`config.mk`:
```
export PLATFORM = sky130hd
export DESIGN_NAME = capture_ctrl
export DESIGN_NICKNAME = d
export VERILOG_FILES = /design/src/common/radar_cfg_pkg.sv /design/src/common/radar_types_pkg.sv /design/src/hdl/capture/capture_ctrl.sv
export SDC_FILE = /design/constraint.sdc
export NUM_CORES = 1
export LEC_CHECK = 0
export ABC_AREA = 1
export BUFFER_PORTS_ARGS = -buffer_cell sky130_fd_sc_hd__buf_2
export CAP_MARGIN = 5
export CORE_MARGIN = 3
export CORE_UTILIZATION = 40
export CTS_CLUSTER_SIZE = 30
export DETAILED_ROUTE_END_ITERATION = 10
export PLACE_DENSITY = 0.74
export REMOVE_ABC_BUFFERS = 1
export SETUP_SLACK_MARGIN = 0.2
export SLEW_MARGIN = 20
export SYNTH_ARGS = -nofsm -noshare
export SYNTH_HDL_FRONTEND = slang
export SYNTH_SLANG_ARGS = --single-unit
```
`constraint.sdc`:
```
create_clock -name clk_245_76MHz -period 3.1 [get_ports clk_245_76MHz]
set_clock_uncertainty 0.2 [all_clocks]
set_input_delay 0.31 -clock clk_245_76MHz [delete_from_list [all_inputs] [get_ports clk_245_76MHz]]
set_output_delay 0.31 -clock clk_245_76MHz [all_outputs]
set_load 0.02 [all_outputs]
```
`src/common/radar_cfg_pkg.sv`:
```
// radar capture configuration
// frame alignment, marker command words, enable delays and the
// route select codes shared by the capture blocks
package radar_cfg_pkg;

  ////////////////////////////////////////////////////////////////////////////
  // sample and frame geometry
  ////////////////////////////////////////////////////////////////////////////

  parameter int unsigned iq_w_c        = 32;  // one packed I/Q pair
  parameter int unsigned frame_align_c = 64;  // frames are whole multiples of this
  parameter int unsigned align_w_c     = $clog2(frame_align_c);

  ////////////////////////////////////////////////////////////////////////////
  // marker commands
  ////////////////////////////////////////////////////////////////////////////

  parameter logic [31:0] cmd_first_c = 32'h4652_5354;  // ascii FRST
  parameter logic [31:0] cmd_last_c  = 32'h4c41_5354;  // ascii LAST

  ////////////////////////////////////////////////////////////////////////////
  // enable delays, counted in sample-valid cycles
  ////////////////////////////////////////////////////////////////////////////

  parameter int unsigned dly_w_c = 5;  // wide enough for the longest delay

  // chirp dds path is short, waveform playback needs longer to fill
  parameter int unsigned chirp_start_dly_c = 4;
  parameter int unsigned wfrm_start_dly_c  = 19;

  // end delays must stay at 1 or more
  parameter int unsigned chirp_end_dly_c = 4;
  parameter int unsigned wfrm_end_dly_c  = 2;

  // sources for each half of a data word
  typedef enum logic [1:0] {
    route_adc        = 2'd0,  // adc I/Q pair
    route_dac        = 2'd1,  // dac I/Q pair
    route_sample_cnt = 2'd2,  // captured sample counter
    route_glbl_cnt   = 2'd3   // free running counter
  } route_e;

endpackage
```
`src/common/radar_types_pkg.sv`:
```
// radar capture data types
// sample and control bundles, frame slot codes and the 64-bit frame
// word, which is read as data or as a marker depending on its slot
package radar_types_pkg;

  import radar_cfg_pkg::*;

  // one sample cycle from the converters
  typedef struct packed {
    logic [iq_w_c-1:0] adc_iq;  // {i, q}
    logic [iq_w_c-1:0] dac_iq;  // {i, q}
    logic              valid;
  } iq_sample_t;

  // control word bits
  //   1:0 route_lo, 5:4 route_hi, 9:8 source select (both set = waveform)
  typedef struct packed {
    logic [1:0]  spare;
    logic        chirp_enable;
    logic        adc_enable;
    logic [31:0] ctrl_word;
  } capture_ctrl_t;

  // what a beat carries in the frame
  typedef enum logic [1:0] {
    slot_none    = 2'd0,
    slot_header  = 2'd1,
    slot_data    = 2'd2,
    slot_trailer = 2'd3
  } slot_e;

  typedef struct packed {
    logic [iq_w_c-1:0] upper;
    logic [iq_w_c-1:0] lower;
  } data_word_t;

  typedef struct packed {
    logic [31:0] timestamp;  // global counter at the marker
    logic [31:0] command;    // FRST or LAST
  } marker_word_t;

  // same 64 bits, two readings
  typedef union packed {
    data_word_t   data;
    marker_word_t marker;
  } frame_word_u;

  typedef struct packed {
    frame_word_u word;
    logic        last;  // set on the trailer only
  } frame_beat_t;

endpackage

```
`src/hdl/capture/capture_ctrl.sv`:
```
// capture window sequencer
// syncs adc enable, applies the source dependent start and end delays,
// then marks each valid sample as header, data, padding or trailer so
// that every frame closes on a 64 word boundary
module capture_ctrl
  import radar_cfg_pkg::*;
  import radar_types_pkg::*;
(
  input  logic          clk_245_76MHz,
  input  logic          cpu_reset,
  input  iq_sample_t    sample_i,
  input  capture_ctrl_t ctrl_i,
  output slot_e         slot_o,
  output route_e        route_hi_o,
  output route_e        route_lo_o,
  output iq_sample_t    sample_o
);

  typedef enum logic [2:0] {st_idle, st_start, st_open, st_end, st_pad} state_e;

  state_e               state_q;
  logic                 en_r, en_rr;     // enable sync pair
  logic                 en_rise, en_fall;
  logic [1:0]           src_sel_q;
  logic                 wfrm_sel;
  logic [dly_w_c-1:0]   dly_cnt_q;
  logic [align_w_c-1:0] word_cnt_q;      // beats so far, mod 64
  logic                 frame_open_q;

  assign en_rise  = en_r & ~en_rr;
  assign en_fall  = ~en_r & en_rr;
  assign wfrm_sel = &src_sel_q;          // both bits set selects waveform

  always_ff @(posedge clk_245_76MHz) begin
    if (cpu_reset) begin
      en_r  <= 1'b0;
      en_rr <= 1'b0;
    end else begin
      en_r  <= ctrl_i.adc_enable;
      en_rr <= en_r;
    end
  end

  // selects only follow the control word between chirps
  always_ff @(posedge clk_245_76MHz) begin
    if (cpu_reset) begin
      route_hi_o <= route_adc;
      route_lo_o <= route_dac;
      src_sel_q  <= 2'b00;
    end else if (!ctrl_i.chirp_enable) begin
      route_hi_o <= route_e'(ctrl_i.ctrl_word[5:4]);
      route_lo_o <= route_e'(ctrl_i.ctrl_word[1:0]);
      src_sel_q  <= ctrl_i.ctrl_word[9:8];
    end
  end

  always_ff @(posedge clk_245_76MHz) begin
    sample_o <= sample_i;  // keeps sample aligned with its slot
  end

  ////////////////////////////////////////////////////////////////////////////
  // window FSM
  ////////////////////////////////////////////////////////////////////////////

  always_ff @(posedge clk_245_76MHz) begin
    if (cpu_reset) begin
      state_q    <= st_idle;
      slot_o     <= slot_none;
      dly_cnt_q  <= '0;
      word_cnt_q <= '0;
    end else begin
      slot_o <= slot_none;
      case (state_q)
        st_idle: begin
          if (en_rise) begin
            dly_cnt_q <= wfrm_sel ? dly_w_c'(wfrm_start_dly_c) : dly_w_c'(chirp_start_dly_c);
            state_q   <= st_start;
          end
        end
        st_start: begin
          if (en_fall) begin
            state_q <= st_idle;  // window dropped before it opened
          end else if (sample_i.valid) begin
            if (dly_cnt_q != '0) begin
              dly_cnt_q <= dly_cnt_q - 1'b1;
            end else begin
              slot_o     <= slot_header;
              word_cnt_q <= align_w_c'(1);
              state_q    <= st_open;
            end
          end
        end
        st_open: begin
          if (sample_i.valid) begin
            slot_o     <= slot_data;
            word_cnt_q <= word_cnt_q + 1'b1;
          end
          if (en_fall) begin
            dly_cnt_q <= wfrm_sel ? dly_w_c'(wfrm_end_dly_c) : dly_w_c'(chirp_end_dly_c);
            state_q   <= st_end;
          end
        end
        st_end: begin  // dds tail still in flight
          if (sample_i.valid) begin
            slot_o     <= slot_data;
            word_cnt_q <= word_cnt_q + 1'b1;
            dly_cnt_q  <= dly_cnt_q - 1'b1;
            if (dly_cnt_q == dly_w_c'(1)) state_q <= st_pad;
          end
        end
        st_pad: begin
          if (sample_i.valid) begin
            if (&word_cnt_q) begin  // trailer makes the count a multiple of 64
              slot_o  <= slot_trailer;
              state_q <= st_idle;
            end else begin
              slot_o     <= slot_data;
              word_cnt_q <= word_cnt_q + 1'b1;
            end
          end
        end
        default: state_q <= st_idle;
      endcase
    end
  end

  // frame open from header out to trailer out
  always_ff @(posedge clk_245_76MHz) begin
    if (cpu_reset) frame_open_q <= 1'b0;
    else if (slot_o == slot_header) frame_open_q <= 1'b1;
    else if (slot_o == slot_trailer) frame_open_q <= 1'b0;
  end

  a_no_nested_header : assert property (@(posedge clk_245_76MHz) disable iff (cpu_reset)
    (slot_o == slot_header) |-> !frame_open_q)
    else $error("header issued inside an open frame");

endmodule

```
* After elaboration in Yosys (flattened, before gate mapping)
Index checks and enable logic that the tools add are counted.
Operators by class: equality and inequality tests 19, reductions and logical operators 10, bitwise operators 4, add/sub/neg operators 2, multiplexer cells 33
Operators with widths (number):
- two-way mux 6 bit | 6
- two-way mux 5 bit | 7
- two-way mux 3 bit | 10
- inequality test 2 bit (second input constant) | 11
- one-hot mux 5 bit (4 select lines) | 1
- one-hot mux 6 bit (3 select lines) | 1
- one-hot mux 3 bit (5 select lines) | 1
- AND reduction 7 bit | 2
- AND reduction 8 bit | 1
- adder 6 x 1 -> 6 bit (second input constant) | 1
- equality test 3 x 2 -> 1 bit (second input constant) | 2
- inequality test 3 bit (second input constant) | 2
- one-hot mux 2 bit (3 select lines) | 1
- AND reduction 6 bit | 1
- equality test 5 x 1 -> 1 bit (second input constant) | 1
- nonzero test 5 bit | 1
- subtractor 5 x 1 -> 5 bit (second input constant) | 1
- two-way mux 1 bit | 4
- two-way mux 2 bit | 2
- nonzero test 4 bit | 1
- equality test 3 x 1 -> 1 bit (second input constant) | 1
- equality test 3 bit (second input constant) | 1
- zero test 3 bit | 1
- nonzero test 3 bit | 1
- 5 further kinds | 7
Storage, ports and cells: bits in registers 89, output and inout bits 71, logic and storage cells 80

* Longest topological paths before layout
Gate-level depths: netlist (run 1).
depth in word-level cells 5, depth in mapped cells 10

* Least setup slack after synthesis (run 1)
OpenSTA, ideal clock, no wires.
path kind register to register, start point reg word_cnt_q[0], end point reg state_q[0], stages on the path, launching flop included 9, setup slack 1.577 ns, library setup time 0.113 ns, arrival time 1.210 ns, cells stage by stage dfxtp_1 ha_1 nand3_1 nor2_1 nor2_1 nor2_1 nand3_2 nor2_1 nor2_1
On the way: word-level cells in the longest chain between the ends 3
Ends and longest elaborated chain:
- from (decl) | line capture_ctrl.sv:27 | logic [align_w_c-1:0] word_cnt_q;
- from (signal assigned) | line capture_ctrl.sv:88 | word_cnt_q <= align_w_c'(1);
- from (signal assigned) | line capture_ctrl.sv:96 | word_cnt_q <= word_cnt_q + 1'b1;
- from (signal assigned) | line capture_ctrl.sv:106 | word_cnt_q <= word_cnt_q + 1'b1;
- AND reduction 6 bit | line capture_ctrl.sv:113 | if (&word_cnt_q) begin
- inequality test 2 bit (no source line)
- AND reduction 8 bit (no source line)
- to (signal assigned) | line capture_ctrl.sv:108 | if (dly_cnt_q == dly_w_c'(1)) state_q <= st_pad;
- to (signal assigned) | line capture_ctrl.sv:115 | state_q <= st_idle;
- to (signal assigned) | line capture_ctrl.sv:122 | default: state_q <= st_idle;
- to (decl) | line capture_ctrl.sv:21 | state_e state_q;
Every way passes these cells. A chain may end at the register's enable or synchronous reset.

* Worst setup path after layout (run 1)
Ends and elaborated chain as after synthesis.

==> key figures, run 1 <==
Detailed routing
  – Drt drc: 0
  – DR WL/cell: 15.70 microns
  – Initial DRC count: 184
  – DRT Pass-1 Iters: 4
  – DRT antenna net count: 0
  – Via-per-instance ratio: 4.671
  – Routed WL: 9245 microns
  – Vias: 2751

Worst setup path
  – Crit path largest cell delay: 410 ps
  – Crit-path max FO: 6
  – Startpoint Class: flip-flop
  – CP Class: reg2reg
  – Worst flop-to-flop path startpoint: word_cnt_q[0]
  – Crit. End Element: flip-flop
  – R2r setup slk: 1360 ps
  – Crit path top cell by count: nor2_1
  – Worst r2r path cells: 9
  – Crit path required time: 3190 ps
  – Ordered list of cells on the worst path: ha_1 > nand3_1 > nor2_1 > nor2_1 > nor2_1 > nand3_2 > nand2_1 > nand2_1 > nor2_1
  – Crit path DAT: 1830 ps
  – R2R Path End: state_q[0]
  – Slowest stage cell on the critical path: dfxtp_1

CTS
  – Post_cts resized: 0
  – Clock tree buffer depth: 2
  – Clock-pin slew on the worst setup and hold paths: 90 ps
  – Clk sinks: 89
  – Root Driver: clkbuf_8
  – Clk_lat worst skew: 350 ps
  – CTS tree: built
  – CTS H-tree lvls: 3
  – Setup Fix Bufs, Post-CTS: 0
  – CTS Buf Count: 9

Timing
  – Max Freq: 574.1 MHz
  – Slew Limit Fails: 0
  – Post-route clock period utilization: 56.19%
  – Min Clock Period, post-route: 1742 ps
  – Final Hold Viols: 0
  – Slew headroom: 62.13%
  – Setup TNS Final: 0 ps
  – Final setup viols: 0
  – Slew at the pin closest to its max-slew limit: 567.4 ps
  – RSZ-0062 raised after global routing: no

Cells and area
  – N_diodes: 0
  – Nets: 614
  – Area growth, synth to finish: 63.60%
  – Fill cells: 440
  – Layout cells sized above 1: 34.96%
  – Final Cell Area: 0.004448 sq mm
  – Post-layout util: 68.87%

GRT
  – Tot GR Track Use: 24.61%
  – Vias in the first global route: 2805
  – Global-route wire length before repair: 14240 microns
  – Largest net degree at the start of global routing: 19
  – Final global-route overflow total: 0
  – Initial antenna violation count: 0

Die
  – Placement Rows: 29
  – Chip width: 88.45 microns
  – Core Footprint: 0.006459 sq mm
  – Die Y: 88.45 microns
  – Die area: 0.007823 sq mm
  – Initial Util: 42.10%
  – # IOs: 174

Synthesis
  – Top cells by area, synth: dfxtp_1 66%, nor2_1 6.9%, nand2_1 5.8%, nand3_1 3.7%, inv_1 3.5%
  – Seq cells post-synth: 89
  – Most numerous cell in the Yosys netlist: dfxtp_1
  – Post-synth EDFFs: 0
  – Synth Area per Inst: 9.676 sq um
  – Mapped Area: 0.002719 sq mm
  – Sequential share of the synthesized area: 65.53%
  – Share of the synthesized area in the top cell type: 65.53%
  – Most used flip-flop cell after synthesis: dfxtp_1
  – Async S/R FF share, synth: 0%
  – Post-synth top area cell: dfxtp_1
  – Cell variety after synth: 25
  – Top cells by count, synth: 89 x dfxtp_1, 50 x nor2_1, 42 x nand2_1
  – Synth Warn #: 0
  – Cell count after synthesis: 281

Power and ir drop
  – Peak supply drop: 0.4255 mV
  – Power Density: 673.8 mW/mm^2
  – LEAKAGE: 2.229 nW

Min path
  – Hold Startpoint: ctrl_i[1]
  – Hold EP: route_lo_o[1]
  – Hold Crit Depth: 3
  – HP Class: in2reg

Job
  – Max_cap viols: 0

Placed design
  – DP HPWL: 5050 microns
  – Area after DPL: 0.003516 sq mm
  – RePlAce Congestion: 0.8213
  – Port Buf Inserts: 145

Outcome
  – Status: complete, no violations
## critical path: cells and delay by family, from the launching register on
| family | cells | cell delay, ps |
|---|---|---|
| and+or+nand+nor | 8 | 840 |
| adders and majority gates | 1 | 230 |
| DFF | 1 | 410 |
## what timing repair did
action / 4_1_cts / 5_1_grt
hold endpoints to repair: 74 / 0
endpoints found under the setup margin: 0 / 0
hold buffers: 72 / 0
## metal layers
| metal | global-route usage (%) | routed length [microns] | up-vias |
|---|---|---|---|
| li1 | - | - | 1336 |
| met1 | 26.66 | 3376 | 1285 |
| met2 | 44.53 | 4943 | 111 |
| met3 | 6.983 | 646 | 19 |
| met4 | 10.71 | 278 | 0 |
| met5 | 0 | 0 | - |
## registers in the layout (all words and copies together), names as in the netlist
signal and flops:
sample_o 65, word_cnt_q 6, dly_cnt_q 5, state_q 3
route_hi_o 2, route_lo_o 2, slot_o 2, src_sel_q 2
en_r 1, en_rr 1
## power breakdown
part | internal [W] | switching [W]
clock network | 0.000404 | 0.000424
registers | 0.00125 | 0.0000742
logic | 0.000328 | 0.000521
total | 0.00198 | 0.00102
## placed cells by master (no fill, tap or decap)
cell,n
buf_2,145
dfxtp_1,89
dlygate4sd3_1,72
nor2_1,50
nand2_1,42
inv_1,25
nand3_1,20
o21ai_0,15
clkbuf_8,10
a21oi_1,5
nand3_2,4
o21ai_1,4
ha_1,4
inv_2,3
nor2_4,3
nor2_2,3
nand2_2,2
nand4_1,2
clkinvlp_4,2
nand2_4,1
nand3b_4,1
xor2_1,1
o22ai_1,1
nor3_1,1
o21bai_1,1
or2_2,1
xnor2_1,1
bufinv_16,1
clkinv_4,1
inv_8,1
inv_6,1
## kinds of logic after synthesis
logic type,Yosys count,synth area share [%]
AO/OA/AOI/OAI,26,4.924
XOR/XNOR,2,0.6444
buffers and inverters,30,4.786
AND/OR/NAND/NOR,130,22.27
flip-flops,89,65.53
adder cells (fa/ha/maj),4,1.841
## final cells by class
| type | instances | area (sq um) | share of cell area, % |
|---|---|---|---|
| Timing Repair Buffer | 217 | 1446 | 32.52 |
| Clock inverter | 6 | 73.82 | 1.660 |
| Tap cell | 77 | 96.34 | 2.166 |
| Multi-Input combinational cell | 162 | 807.0 | 18.14 |
| Inverter | 28 | 105.1 | 2.363 |
| Clock buffer | 10 | 137.6 | 3.094 |
| Sequential cell | 89 | 1782 | 40.06 |
## worst max-delay path by stage
stage / from / to / slack (ps) / cells after the start
after floorplan: word_cnt_q[0] / state_q[0] / 1580 / 8
after global placement: word_cnt_q[0] / state_q[2] / 1450 / 9
after detailed placement: word_cnt_q[0] / state_q[0] / 1420 / 9
after CTS: word_cnt_q[0] / state_q[0] / 1380 / 9
after global routing: word_cnt_q[0] / state_q[2] / 1140 / 9
final: word_cnt_q[0] / state_q[0] / 1360 / 9
## metrics by stage
| stage | cells | setup slack, ps | total power (W) | hold WS, ps |
|---|---|---|---|---|
| global placement | 501 | 1450 | 0.002077 | 211.9 |
| finish | 589 | 1358 | 0.002997 | 15.95 |
| floorplan | 279 | 1577 | 0.001891 | 137.7 |
| detailed placement | 501 | 1419 | 0.002101 | 213.6 |
| CTS | 589 | 1383 | 0.002981 | 4.779 |
| global route | 589 | 1137 | 0.003171 | 26.32 |
Note: power is estimated with default switching activity, not from simulation.
==> run 2, diff against run 1 <==
Settings changed: CORE_UTILIZATION 40 to 37, PLACE_DENSITY 0.74 to 0.72.
Clock period 3.1 ns to 1.5 ns, I/O delays scaled along.
==> key figures, run 2 (synthesis results as in run 1) <==
Outcome
  – Status: finished with violations
  – Violated checks: negative setup slack

GRT
  – Initial antenna violation count: 0
  – Final global-route overflow total: 0
  – Tot GR Track Use: 22.63%
  – Largest net degree at the start of global routing: 19
  – Vias in the first global route: 3059
  – Global-route wire length before repair: 14970 microns

Power and ir drop
  – Power Density: 1427 mW/mm^2
  – Final Total Pwr: 0.007119 W
  – Seq pwr share: 39.1%
  – Comb pwr share: 38.6%
  – Internal power: 0.004510 W
  – Clk pwr share: 22.3%
  – LEAKAGE: 2.443 nW
  – Psw: 0.002608 W
  – Sw Share: 36.64%
  – Peak supply drop: 0.7233 mV

Timing
  – Slew at the pin closest to its max-slew limit: 210.6 ps
  – Final Hold Viols: 0
  – Max Freq: 617.4 MHz
  – Setup WS post-layout: -119.7 ps
  – Min Clock Period, post-route: 1620 ps
  – Slew Limit Fails: 0
  – RSZ-0062 raised after global routing: yes
  – Final setup viols: 10
  – Slew headroom: 85.93%
  – Post-route clock period utilization: 108.0%

CTS
  – Clk_lat worst skew: 340 ps
  – CTS Buf Count: 9
  – Clk sinks: 89
  – CTS tree: built
  – Root Driver: clkbuf_8
  – Clock tree buffer depth: 2
  – CTS H-tree lvls: 3
  – Clock-pin slew on the worst setup and hold paths: 100 ps

Worst setup path
  – Crit path largest cell delay: 390 ps
  – Crit-path leading delay family: simple AND/OR/NAND/NOR gates
  – Crit path DAT: 1660 ps
  – Worst r2r path cells: 9
  – CP Class: reg2reg
  – Ordered list of cells on the worst path: inv_6 > nand2_4 > nor2_4 > nand2_4 > nand3_4 > nor2_4 > buf_4 > o21ai_1 > nor2_1
  – CP bufs+invs: 2
  – Crit. End Element: flip-flop
  – WP depth: 9
  – Startpoint Class: flip-flop
  – Crit path required time: 1540 ps
  – Crit-path max FO: 5
  – Slowest stage cell on the critical path: dfxtp_4

Cells and area
  – Final Cell Area: 0.004987 sq mm
  – Final Non-Filler Cells: 644
  – Most frequent cells in the layout: 145 x buf_2, 78 x dfxtp_1, 75 x dlygate4sd3_1
  – Largest reg by FF count: sample_o
  – Largest register FFs: 65
  – Top flop regs: sample_o (65), word_cnt_q (6), dly_cnt_q (5)
  – Nets: 650
  – N_diodes: 0
  – Commonest non-fill, non-tap cell in the layout: buf_2
  – Fill cells: 435
  – Layout cells sized above 1: 47.08%
  – Area growth, synth to finish: 83.43%

Placed design
  – DP HPWL: 5405 microns
  – Dpl cells: 544
  – Port Buf Inserts: 145
  – Area after DPL: 0.003720 sq mm
  – Pre-CTS setup slack: -91.88 ps
  – RePlAce Congestion: 0.8911

Detailed routing
  – Drt drc: 0
  – DR WL/cell: 15.09 microns
  – Routed WL: 9719 microns
  – DRT Pass-1 Iters: 4
  – DRT antenna net count: 0
  – Vias: 2894
  – Via-per-instance ratio: 4.494
  – Initial DRC count: 112

Die
  – # IOs: 174
  – Die Y: 91.72 microns
  – Initial Util: 39.15%
  – Die area: 0.008413 sq mm
  – Chip width: 91.72 microns
  – Placement Rows: 30
  – Core Footprint: 0.006944 sq mm

Min path
  – Hold Crit Depth: 5
  – HP Class: in2reg

Job
  – Max_cap viols: 0
run 2: cell count changes in the layout (fill, tap and decap cells not counted), moves of 6 or more:
cell and change:
buf_4 +29, nand2_1 -11, o21ai_1 +6, o21ai_0 -8
nor2_1 -9, dfxtp_2 +8, dfxtp_1 -11, nand2_4 +6
nand3_4 +6
run 2: area by class of cell:
type	count	area [sq um]	area share, %
tap	96	120.1	2.408
clock inverter	7	70.07	1.405
timing repair buffer	253	1739	34.87
multi-input combinational	162	1018	20.42
clock buffer	9	123.9	2.484
sequential	89	1803	36.15
inverter	28	112.6	2.258
run 2: final timing paths:
kind / start / endpoint / slack [ps]
max: state_q[2] / dly_cnt_q[4] / -120
min: sample_i[0] / word_cnt_q[4] / 170
max reg2reg: state_q[2] / dly_cnt_q[4] / -120
min reg2reg: route_hi_o[0] / route_hi_o[0] / 290
run 2: timing repair:
action	in CTS	in global routing
cloned	0	0
buffers inserted	4	5
hold buffers	75	0
pin swaps	16	12
hold endpoints to repair	78	0
setup endpoints to repair	16	19
gates resized for setup	40	43
run 2: power groups by stage:
stage | Combinational (W) | Sequential (W) | Clock [W]
global placement | 0.00182 | 0.00274 | 0
global route | 0.00301 | 0.00281 | 0.00172
CTS | 0.00232 | 0.00273 | 0.00160
finish | 0.00275 | 0.00279 | 0.00159
detailed placement | 0.00186 | 0.00274 | 0
floorplan | 0.00102 | 0.00289 | 0
run 2: routing by layer:
metal / routed length [microns] / global-route usage (%)
met1: 3765 / 25.58
met2: 4926 / 39.68
met3: 604 / 5.742
met4: 422 / 10.77
met5: 0 / 0
run 2: per-stage QoR:
stage / setup TNS, ps / util, % / hold slack, ps
2_1_floorplan: -70.42 / - / -22.28
3_3_place_gp: -550.4 / 53.57 / 51.86
3_5_place_dp: -881.5 / 53.57 / 53.57
4_1_cts: -184.1 / 69.30 / 118.3
5_1_grt: -1437 / 71.82 / 205.5
6_report: -511.6 / 71.82 / 174.3
run 2: tightest hold or removal path: cells and delay by family:
| family | cells | cell delay [ps] |
|---|---|---|
| AND/OR/NAND/NOR | 3 | 340 |
| buffers and inverters | 1 | 130 |
| AO/OA/AOI/OAI | 1 | 50 |
