===== src/common/radar_cfg_pkg.sv =====
// radar capture configuration
// frame alignment, marker command words, enable delays and the
// route select codes shared by the capture blocks
package radar_cfg_pkg;

  ////////////////////////////////////////////////////////////////////////////
  // sample and frame geometry
  ////////////////////////////////////////////////////////////////////////////

  parameter int unsigned iq_w_c        = 32;  // one packed I/Q pair
  parameter int unsigned frame_align_c = 64;  // frames are whole multiples of this
  parameter int unsigned align_w_c     = $clog2(frame_align_c);

  ////////////////////////////////////////////////////////////////////////////
  // marker commands
  ////////////////////////////////////////////////////////////////////////////

  parameter logic [31:0] cmd_first_c = 32'h4652_5354;  // ascii FRST
  parameter logic [31:0] cmd_last_c  = 32'h4c41_5354;  // ascii LAST

  ////////////////////////////////////////////////////////////////////////////
  // enable delays, counted in sample-valid cycles
  ////////////////////////////////////////////////////////////////////////////

  parameter int unsigned dly_w_c = 5;  // wide enough for the longest delay

  // chirp dds path is short, waveform playback needs longer to fill
  parameter int unsigned chirp_start_dly_c = 4;
  parameter int unsigned wfrm_start_dly_c  = 19;

  // end delays must stay at 1 or more
  parameter int unsigned chirp_end_dly_c = 4;
  parameter int unsigned wfrm_end_dly_c  = 2;

  // sources for each half of a data word
  typedef enum logic [1:0] {
    route_adc        = 2'd0,  // adc I/Q pair
    route_dac        = 2'd1,  // dac I/Q pair
    route_sample_cnt = 2'd2,  // captured sample counter
    route_glbl_cnt   = 2'd3   // free running counter
  } route_e;

endpackage

===== src/common/radar_types_pkg.sv =====
// radar capture data types
// sample and control bundles, frame slot codes and the 64-bit frame
// word, which is read as data or as a marker depending on its slot
package radar_types_pkg;

  import radar_cfg_pkg::*;

  // one sample cycle from the converters
  typedef struct packed {
    logic [iq_w_c-1:0] adc_iq;  // {i, q}
    logic [iq_w_c-1:0] dac_iq;  // {i, q}
    logic              valid;
  } iq_sample_t;

  // control word bits
  //   1:0 route_lo, 5:4 route_hi, 9:8 source select (both set = waveform)
  typedef struct packed {
    logic [1:0]  spare;
    logic        chirp_enable;
    logic        adc_enable;
    logic [31:0] ctrl_word;
  } capture_ctrl_t;

  // what a beat carries in the frame
  typedef enum logic [1:0] {
    slot_none    = 2'd0,
    slot_header  = 2'd1,
    slot_data    = 2'd2,
    slot_trailer = 2'd3
  } slot_e;

  typedef struct packed {
    logic [iq_w_c-1:0] upper;
    logic [iq_w_c-1:0] lower;
  } data_word_t;

  typedef struct packed {
    logic [31:0] timestamp;  // global counter at the marker
    logic [31:0] command;    // FRST or LAST
  } marker_word_t;

  // same 64 bits, two readings
  typedef union packed {
    data_word_t   data;
    marker_word_t marker;
  } frame_word_u;

  typedef struct packed {
    frame_word_u word;
    logic        last;  // set on the trailer only
  } frame_beat_t;

endpackage


===== src/hdl/capture/frame_assembler.sv =====
// frame word builder
// keeps the global and sample counters, routes four sources onto the
// two halves of each data word and forms the FRST / LAST marker words
module frame_assembler
  import radar_cfg_pkg::*;
  import radar_types_pkg::*;
(
  input  logic        clk_245_76MHz,
  input  logic        cpu_reset,
  input  slot_e       slot_i,
  input  route_e      route_hi_i,
  input  route_e      route_lo_i,
  input  iq_sample_t  sample_i,
  output frame_beat_t beat_o,
  output logic        beat_valid_o
);

  logic [iq_w_c-1:0] glbl_cnt_q;    // free running timestamp
  logic [iq_w_c-1:0] sample_cnt_q;  // beats written, all frames
  frame_word_u       word_d;

  // one source mux, used for each half
  function automatic logic [iq_w_c-1:0] route_mux(
    input route_e            sel,
    input iq_sample_t        smp,
    input logic [iq_w_c-1:0] scnt,
    input logic [iq_w_c-1:0] gcnt
  );
    case (sel)
      route_adc:        return smp.adc_iq;
      route_dac:        return smp.dac_iq;
      route_sample_cnt: return scnt;
      default:          return gcnt;
    endcase
  endfunction

  always_ff @(posedge clk_245_76MHz) begin
    if (cpu_reset) begin
      glbl_cnt_q   <= '0;
      sample_cnt_q <= '0;
    end else begin
      glbl_cnt_q <= glbl_cnt_q + 1'b1;
      if (slot_i != slot_none) sample_cnt_q <= sample_cnt_q + 1'b1;
    end
  end

  // markers use the marker view, everything else the data view
  always_comb begin
    word_d = '0;
    case (slot_i)
      slot_header: begin
        word_d.marker.timestamp = glbl_cnt_q;
        word_d.marker.command   = cmd_first_c;
      end
      slot_trailer: begin
        word_d.marker.timestamp = glbl_cnt_q;
        word_d.marker.command   = cmd_last_c;
      end
      default: begin
        word_d.data.upper = route_mux(route_hi_i, sample_i, sample_cnt_q, glbl_cnt_q);
        word_d.data.lower = route_mux(route_lo_i, sample_i, sample_cnt_q, glbl_cnt_q);
      end
    endcase
  end

  always_ff @(posedge clk_245_76MHz) begin
    beat_o.word <= word_d;
    beat_o.last <= (slot_i == slot_trailer);  // trailer closes the frame
  end

  always_ff @(posedge clk_245_76MHz) begin
    if (cpu_reset) beat_valid_o <= 1'b0;
    else beat_valid_o <= (slot_i != slot_none);
  end

  // routes from capture_ctrl must hold while data words are built
  a_route_stable : assert property (@(posedge clk_245_76MHz) disable iff (cpu_reset)
    (slot_i == slot_data) |-> $stable({route_hi_i, route_lo_i}))
    else $error("route select changed inside a frame");

endmodule


===== config.mk =====
export PLATFORM = sky130hd
export DESIGN_NAME = frame_assembler
export DESIGN_NICKNAME = d
export VERILOG_FILES = /design/src/common/radar_cfg_pkg.sv /design/src/common/radar_types_pkg.sv /design/src/hdl/capture/frame_assembler.sv
export SDC_FILE = /design/constraint.sdc
export NUM_CORES = 1
export LEC_CHECK = 0
export BUFFER_PORTS_ARGS = -buffer_cell sky130_fd_sc_hd__buf_2
export CORE_ASPECT_RATIO = 1.2
export CORE_MARGIN = 8
export CORE_UTILIZATION = 50
export DETAILED_ROUTE_END_ITERATION = 12
export GPL_TIMING_DRIVEN = 0
export PLACE_DENSITY = 0.77
export SYNTH_ARGS = -nofsm -noshare
export SYNTH_HDL_FRONTEND = slang
export SYNTH_SLANG_ARGS = --single-unit

===== constraint.sdc =====
create_clock -name clk_245_76MHz -period 2.2 [get_ports clk_245_76MHz]
set_input_delay 0.55 -clock clk_245_76MHz [delete_from_list [all_inputs] [get_ports clk_245_76MHz]]
set_output_delay 0.55 -clock clk_245_76MHz [all_outputs]
set_load 0.03 [all_outputs]

== Word-level counts from Yosys, hierarchy flattened ==
Index checks and enable logic that the tools add are counted.

* Mux-type cells: 3
* Add/subtract/negate cells: 2
* Equality and inequality tests: 6
* Reduce and logical (&&, ||, !) cells: 3

{| class="wikitable"
|+ Operator list
! kind !! number
|-
| one-hot mux 32 bit (3 select lines) || 2
|-
| one-hot mux 64 bit (2 select lines) || 1
|-
| adder 32 x 1 -> 32 bit (second input constant) || 2
|-
| equality test 2 x 1 -> 1 bit (second input constant) || 3
|-
| equality test 2 bit (second input constant) || 3
|-
| zero test 2 bit || 2
|-
| nonzero test 2 bit || 1
|}

* Output and inout bits: 66
* Word-level logic and storage cells: 19
* Register bits: 130
* Bits of input ports: 73

== Longest topological paths before layout ==
Gate-level depths: netlist of run 1.

* Depth after elaboration: 3
* Depth in mapped cells: 7

== Worst setup path before layout of run 1 ==
No wires, ideal clock.

* Kind: input -> register
* From: input route_lo_i[0]
* To: register beat_o[19] (netlist name)
* Cell stages on the path: 4
* Arrival time: 1978 ps
* Setup slack: 94 ps
* Required time: 2072 ps
* Setup time: 128 ps
* Cells stage by stage: clkbuf_1 > clkbuf_1 > mux4_2 > nor2b_1

{| class="wikitable"
|+ RTL lines
! what !! RTL line !! RTL
|-
| start, declared || frame_assembler.sv:12 || <nowiki>input route_e route_lo_i,</nowiki>
|-
| end, declared || frame_assembler.sv:14 || <nowiki>output frame_beat_t beat_o,</nowiki>
|}

== Worst setup path after layout of run 1 ==
* From: register sample_cnt_q[8]
* To: register sample_cnt_q[27]

* Word-level cells in the longest chain between the ends: 1

{| class="wikitable"
|+ Ends and longest elaborated chain
! what !! RTL line !! RTL
|-
| start, declared || frame_assembler.sv:19 || <nowiki>logic [iq_w_c-1:0] sample_cnt_q;</nowiki>
|-
| start signal, assigned || frame_assembler.sv:43 || <nowiki>if (slot_i != slot_none) sample_cnt_q <= sample_cnt_q + 1'b1;</nowiki>
|-
| adder 32 x 1 -> 32 bit || frame_assembler.sv:43 ||
|}

No other way between the ends.
A chain may end at the register's enable or synchronous reset.

==> out/qor.log, run 1 <==
INFO  run_status     status=complete, no violations
INFO  routing        finalWirelength=20.58mm
INFO  setup_path     cp-start-kind=flip-flop
INFO  power_and_ir_drop power_frac_seq=40.4%
INFO  synth          postSynthNetCount=768
INFO  global_route   globalRouteOverflowTotal=0
INFO  routing        ant_nets=0
INFO  die            start_util=51.25%
INFO  final_layout   num-fill-cells=1066
INFO  power_and_ir_drop power.share.switching=25.32%
INFO  routing        drtPass1Iterations=6
INFO  synth          postSynthRegisterBits=130
INFO  clock_tree     worst_skew_pair.late_latency=420ps
INFO  die            die_area=16970µm²
INFO  setup_path     crit_buf_inv=1
INFO  die            pin_count=139
INFO  setup_path     critPathMaxStageDelay=630ps
INFO  power_and_ir_drop cellInternalPower=4.566mW
INFO  place          portBuffers=135
INFO  power_and_ir_drop ir_worst_vdd=0.4075mV
INFO  power_and_ir_drop total_leakage_power=3.088nW
INFO  synth          synth.cell_area=6521µm²
INFO  place          dp_slack=-349.0ps
INFO  setup_path     path_class=reg -> reg
INFO  final_layout   final_cell_mix=sky130_fd_sc_hd__buf_2, sky130_fd_sc_hd__dfxtp_1, sky130_fd_sc_hd__nand2_1
INFO  synth          synthCells=693
INFO  sta            post-route-min-period=2143ps
INFO  synth          synth_sequential_area_ratio=39.91%
INFO  setup_path     critPathArrivalTime=2490ps
INFO  final_layout   utilization=63.68%
INFO  clock_tree     cts_buffers=17
INFO  sta            hold_viol_final=0
INFO  power_and_ir_drop pwr-share-comb=11.3%
INFO  clock_tree     max_buffers_root_to_sink=2
INFO  synth          ys_warn_count=0
INFO  global_route   grt_max_degree=17
INFO  die            fp.coreArea=12720µm²
INFO  setup_path     path_cells=nand2_1 -> or4_4 -> buf_6 -> or4_1 -> a21oi_1
INFO  place          gp_routability_congestion=0.8857
INFO  synth          ys_dominant_reg_cell=sky130_fd_sc_hd__dfxtp_1
INFO  sta            final_min_period_over_clock_period=97.41%
INFO  clock_tree     ctsHtreeMaxLevel=4
INFO  clock_tree     cts.sink_count=130
INFO  routing        starting_drc_count_in_detailed_routing=656
INFO  final_layout   most_frequent_standard_cell_in_the_layout_excluding_fill_and_tap_cells=sky130_fd_sc_hd__buf_2
INFO  synth          ys_async_sr_fraction=0%
INFO  final_layout   num_antenna_cells=0
INFO  clock_tree     clock_tree.root_cell=sky130_fd_sc_hd__clkbuf_16
INFO  power_and_ir_drop cellPowerDensity=754.5nW/µm²
INFO  place          dpl.hpwl=14.62mm
INFO  power_and_ir_drop p_clk_share=48.2%
INFO  final_layout   multiInputGateArea=3674µm²
INFO  synth          syn_avg_cell_area=9.410µm²
INFO  routing        vias=6249
INFO  clock_tree     cts.clk_slew.worst_paths=60ps
INFO  sta            worst_slew_margin=38.27%
INFO  global_route   first_pass_grt_wire_length=31.91mm
INFO  global_route   initial_antenna_violation_count=1
INFO  final_layout   seqCellArea=2615µm²
INFO  die            die-width=120.3µm
INFO  final_layout   postLayoutCellArea=8103µm²
INFO  sta            finalWorstSetupSlack=56.93ps
INFO  setup_path     endpoint_kind=flip-flop
INFO  setup_path     worst-path-max-fanout=10
INFO  setup_path     max_stage_delay_cell_worst_path=sky130_fd_sc_hd__or4_4
INFO  clock_tree     tritoncts=built
INFO  final_layout   layout.nets=918
INFO  routing        wire_per_inst=20.17µm
INFO  place          postPlaceCellArea=7402µm²
INFO  setup_path     timing.critical_path.required=2550ps
INFO  sta            setup_viol=0
INFO  setup_path     critPathTopFamily=simple AND/OR/NAND/NOR gates
INFO  sta            slew_violations=0
INFO  sta            max_slew.worst_pin.slew=925.9ps
INFO  min_path       hp-class=in -> reg
INFO  power_and_ir_drop total_switching_power=1.548mW
INFO  sta            skew=6.913ps
INFO  die            num_rows=45
INFO  flow_run       max_cap_viol_count=0
INFO  routing        vias_per_cell=6.126
INFO  final_layout   drive_gt1_share=29.09%
INFO  final_layout   areaGrowthSynthToFinish=24.25%
INFO  synth          edff_count_synth=0
INFO  routing        drcViolationCount=0
INFO  global_route   first_global_vias=6038
INFO  global_route   grt_util_all_layers=23.87%
INFO  synth          number_of_distinct_standard_cells_referenced_by_the_synthesized_netlist=40
INFO  sta            max_clock_freq=466.6MHz
INFO  die            chipHeight=141.1µm
## power by group through the flow
| stage | clock network (mW) | registers [mW] | logic (mW) |
|---|---|---|---|
| finish | 2.95 | 2.47 | 0.693 |
| CTS | 2.96 | 2.47 | 0.691 |
| floorplan | 0 | 2.66 | 0.284 |
| global placement | 0 | 2.51 | 0.681 |
| detailed placement | 0 | 2.52 | 0.687 |
| global route | 3.07 | 2.48 | 0.736 |
## final cells by class
class | count | share of cell area [%]
repair buffers | 139 | 8.709
inverters | 12 | 0.5559
clock buffers | 20 | 5.760
multi-input cells | 489 | 45.34
well taps | 164 | 2.532
clock inverters | 12 | 1.930
flip-flops and latches | 130 | 32.27
plain buffers | 54 | 2.903
## worst reg2reg max path: cells and delay by family, from the launching register on
kind	cells	cell delay (ps)
compound gates	1	150
simple gates	3	1330
flops	1	430
buf+inv	1	180
## cells in the mapped netlist (2+ instances only)
cell type	count	area, µm²
sky130_fd_sc_hd__and3_1	3	18.77
sky130_fd_sc_hd__a22o_1	32	280.3
sky130_fd_sc_hd__or2_2	11	68.82
sky130_fd_sc_hd__nor2_1	29	108.9
sky130_fd_sc_hd__or4_1	28	210.2
sky130_fd_sc_hd__a21oi_1	38	190.2
sky130_fd_sc_hd__ha_1	2	25.02
sky130_fd_sc_hd__nand4_1	11	68.82
sky130_fd_sc_hd__buf_1	12	45.04
sky130_fd_sc_hd__xor2_1	9	78.83
sky130_fd_sc_hd__nand2_1	90	337.8
sky130_fd_sc_hd__nor3_1	3	15.01
sky130_fd_sc_hd__o31ai_1	25	187.7
sky130_fd_sc_hd__buf_2	6	30.03
sky130_fd_sc_hd__or3_1	12	75.07
sky130_fd_sc_hd__xnor2_1	12	105.1
sky130_fd_sc_hd__nor4_1	9	56.30
sky130_fd_sc_hd__mux2i_1	32	320.3
sky130_fd_sc_hd__o211ai_1	33	247.7
sky130_fd_sc_hd__nor2b_1	21	131.4
sky130_fd_sc_hd__inv_1	12	45.04
sky130_fd_sc_hd__o21ai_0	18	90.09
sky130_fd_sc_hd__clkbuf_1	43	161.4
sky130_fd_sc_hd__mux4_2	32	720.7
sky130_fd_sc_hd__mux2_2	2	22.52
sky130_fd_sc_hd__and4_1	6	52.55
sky130_fd_sc_hd__nand3_1	20	100.1
sky130_fd_sc_hd__dfxtp_1	130	2603
## per-stage QoR
stage	TNS [ps]	instances	power, mW	hold slack (ps)
6_report	0	1020	6.113	460.3
5_1_grt	-18.13	1020	6.286	466.1
4_1_cts	0	1022	6.120	461.4
3_5_place_dp	-9495	992	3.204	502.8
3_3_place_gp	-7934	992	3.196	484.1
2_1_floorplan	0	693	2.946	449.6
## path summary, 6_finish.rpt
kind                         from  slack [ps]  cells after the start               end
setup / recovery  sample_cnt_q[8]          60                      5  sample_cnt_q[27]
hold / removal        sample_i[7]         460                      3        beat_o[39]
setup reg to reg  sample_cnt_q[8]          60                      5  sample_cnt_q[27]
hold reg to reg     glbl_cnt_q[0]         520                      1     glbl_cnt_q[0]
## kinds of logic after synthesis
logic type,synth area share [%]
fa+ha+maj,0.3837
flops,39.91
buf+inv,4.489
compound gates,15.69
xor+xnor,2.820
mux,16.48
simple gates,20.22
## timing repair
action,in CTS,in global routing
gates resized for setup,15,19
setup endpoints to repair,23,30
pin swaps,1,3
setup buffers,2,2
hold buffers,0,0
## layer usage
metal / track usage, % / wire [µm]
met5: 0 / 15
met4: 13.97 / 875
met3: 5.993 / 1993
met2: 39.01 / 9798
met1: 27.82 / 7895
## registers in the layout, indices dropped and copies added (netlist names)
signal	flops
glbl_cnt_q	32
beat_o	65
beat_valid_o	1
sample_cnt_q	32
Note: power is estimated with default switching activity, not from simulation.
==> run 2, diff against run 1 <==
Settings changed: RECOVER_POWER set to 50.
==> out/qor.log, run 2 (same netlist as run 1, synthesis figures left out) <==
INFO  die            fp.coreArea=12720µm² [unchanged]
INFO  global_route   globalRouteOverflowTotal=0 [unchanged]
INFO  final_layout   seqCellArea=2615µm² [unchanged]
INFO  global_route   first_global_vias=6038 [unchanged]
INFO  setup_path     critPathTopFamily=simple AND/OR/NAND/NOR gates [unchanged]
INFO  routing        detail_route.wirelength.met1=7.985mm [was 7.895 mm]
INFO  die            die-width=120.3µm [unchanged]
INFO  clock_tree     cts.clk_slew.worst_paths=60ps [about the same]
INFO  final_layout   final_cell_mix=sky130_fd_sc_hd__dfxtp_1, sky130_fd_sc_hd__clkbuf_1, sky130_fd_sc_hd__nand2_1 [was sky130_fd_sc_hd__buf_2, sky130_fd_sc_hd__dfxtp_1, sky130_fd_sc_hd__nand2_1]
INFO  die            pin_count=139 [unchanged]
INFO  die            chipHeight=141.1µm [unchanged]
INFO  sta            hold_viol_final=0 [unchanged]
INFO  setup_path     timing.critical_path.required=2500ps [was 2550 ps]
INFO  sta            setup_viol=0 [unchanged]
INFO  clock_tree     max_buffers_root_to_sink=2 [unchanged]
INFO  sta            slew_violations=0 [unchanged]
INFO  sta            post-route-min-period=2140ps [was 2143 ps]
INFO  routing        starting_drc_count_in_detailed_routing=723 [was 656]
INFO  run_status     status=complete, no violations [unchanged]
INFO  clock_tree     tritoncts=built [unchanged]
INFO  sta            fin_hold_ws=459.2ps [was 460.3 ps]
INFO  clock_tree     clock_tree.root_cell=sky130_fd_sc_hd__clkbuf_16 [unchanged]
INFO  routing        wire_per_inst=20.24µm [was 20.17 µm]
INFO  final_layout   multiInputGateArea=3674µm² [unchanged]
INFO  setup_path     crit_buf_inv=1 [unchanged]
INFO  sta            final_min_period_over_clock_period=97.28% [was 97.41%]
INFO  setup_path     critPathArrivalTime=2440ps [was 2490 ps]
INFO  routing        drtPass1Iterations=7 [was 6]
INFO  routing        dr.max_layer_used=met5 [unchanged]
INFO  place          portBuffers=135 [unchanged]
INFO  final_layout   areaGrowthSynthToFinish=22.85% [was 24.25%]
INFO  routing        drcViolationCount=0 [unchanged]
INFO  clock_tree     cts.sink_count=130 [unchanged]
INFO  setup_path     path_cells=buf_2 -> nand4_1 -> or4_1 -> nor3_2 -> mux2_2 [was nand2_1 -> or4_4 -> buf_6 -> or4_1 -> a21oi_1]
INFO  die            start_util=51.25% [unchanged]
INFO  power_and_ir_drop cellPowerDensity=761.2nW/µm² [was 754.5 nW/µm²]
INFO  setup_path     endpoint_kind=flip-flop [unchanged]
INFO  setup_path     cp-start-kind=flip-flop [unchanged]
INFO  setup_path     path_class=reg -> reg [unchanged]
INFO  min_path       hp-class=in -> reg [unchanged]
INFO  setup_path     max_stage_delay_cell_worst_path=sky130_fd_sc_hd__or4_1 [was sky130_fd_sc_hd__or4_4]
INFO  sta            skew=7.567ps [was 6.913 ps]
INFO  final_layout   largest_register_ffs=65 [unchanged]
INFO  sta            max_clock_freq=467.2MHz [was 466.6 MHz]
INFO  routing        dr_wl_met3=1.924mm [was 1.993 mm]
INFO  final_layout   most_frequent_standard_cell_in_the_layout_excluding_fill_and_tap_cells=sky130_fd_sc_hd__dfxtp_1 [was sky130_fd_sc_hd__buf_2]
INFO  die            die_area=16970µm² [unchanged]
INFO  power_and_ir_drop ir_worst_vdd=0.4052mV [was 0.4075 mV]
INFO  final_layout   num_antenna_cells=0 [unchanged]
INFO  place          postPlaceCellArea=7402µm² [unchanged]
INFO  setup_path     critPathMaxStageDelay=710ps [was 630 ps]
INFO  place          gp_routability_congestion=0.8857 [unchanged]
INFO  final_layout   largest_register=beat_o [unchanged]
INFO  flow_run       max_cap_viol_count=0 [unchanged]
INFO  die            num_rows=45 [unchanged]
INFO  final_layout   postLayoutCellArea=8011µm² [was 8103 µm²]
INFO  place          dpl.hpwl=14.62mm [unchanged]
INFO  sta            max_slew.worst_pin.slew=931.4ps [was 925.9 ps]
INFO  final_layout   utilization=62.96% [was 63.68%]
INFO  clock_tree     ctsHtreeMaxLevel=4 [unchanged]
INFO  final_layout   top_regs=beat_o (65), glbl_cnt_q (32), sample_cnt_q (32) [unchanged]
INFO  global_route   first_pass_grt_wire_length=31.91mm [unchanged]
INFO  clock_tree     worst_skew_pair.late_latency=420ps [about the same]
INFO  power_and_ir_drop power=6.098mW [was 6.113 mW]
INFO  global_route   grt_util_all_layers=23.87% [unchanged]
INFO  routing        finalWirelength=20.65mm [was 20.58 mm]
INFO  clock_tree     cts_buffers=17 [unchanged]
INFO  final_layout   layout.nets=918 [unchanged]
INFO  final_layout   layout.cells.non_filler=1020 [unchanged]
INFO  final_layout   drive_gt1_share=21.03% [was 29.09%]
INFO  global_route   grt_max_degree=17 [unchanged]
INFO  setup_path     worst-path-max-fanout=9 [was 10]
INFO  routing        route.met2.wl=9.912mm [was 9.798 mm]
INFO  routing        ant_nets=0 [unchanged]
INFO  final_layout   num-fill-cells=1103 [was 1066]
INFO  routing        vias_per_cell=6.145 [was 6.126]
INFO  routing        vias=6268 [was 6249]
INFO  power_and_ir_drop total_leakage_power=2.838nW [was 3.088 nW]
INFO  global_route   initial_antenna_violation_count=1 [unchanged]
INFO  place          dp.cells=992 [unchanged]
INFO  sta            worst_slew_margin=37.91% [was 38.27%]
run 2: power breakdown:
| group | internal, mW | switching [mW] | total (mW) |
|---|---|---|---|
| sequential | 2.44 | 0.0359 | 2.47 |
| combinational | 0.236 | 0.437 | 0.673 |
| clock | 1.87 | 1.08 | 2.95 |
run 2: tightest hold or removal path, stage by stage:
cell                       delay [ps]
sky130_fd_sc_hd__buf_2             80
sky130_fd_sc_hd__mux2i_1           60
sky130_fd_sc_hd__o211ai_1         140
run 2: timing repair:
item / CTS / global route
endpoints found under the hold margin: 0 / 0
setup endpoints to repair: 23 / 30
pin swaps: 1 / 3
setup buffers: 2 / 2
resized for setup: 15 / 19
hold buffers: 0 / 0
run 2: final timing paths:
check	slack, ps	endpoint	from	depth (start not counted)
setup / recovery	60	glbl_cnt_q[31]	glbl_cnt_q[3]	5
hold / removal	460	beat_o[39]	sample_i[7]	3
setup reg to reg	60	glbl_cnt_q[31]	glbl_cnt_q[3]	5
hold reg to reg	520	glbl_cnt_q[0]	glbl_cnt_q[0]	1
run 2: final cells by class:
type	instances	share of cell area, %
Buffer	54	2.936
Clock buffer	20	5.825
Clock inverter	12	1.952
Inverter	12	0.5622
Multi-Input combinational cell	489	45.85
Sequential cell	130	32.64
Tap cell	164	2.561
Timing Repair Buffer	139	7.668
run 2: through the flow:
stage | setup WS, ps | TNS (ps)
finish | 59.75 | 0
global route | -13.03 | -13.03
CTS | 17.74 | 0
detailed placement | -349.0 | -9495
global placement | -338.3 | -7934
floorplan | 93.63 | 0
run 2: per-layer routing:
layer	up-vias	GRT usage (%)
met2	328	39.01
li1	2886	-
met4	2	13.97
met1	2999	27.82
met3	53	5.993
met5	-	0
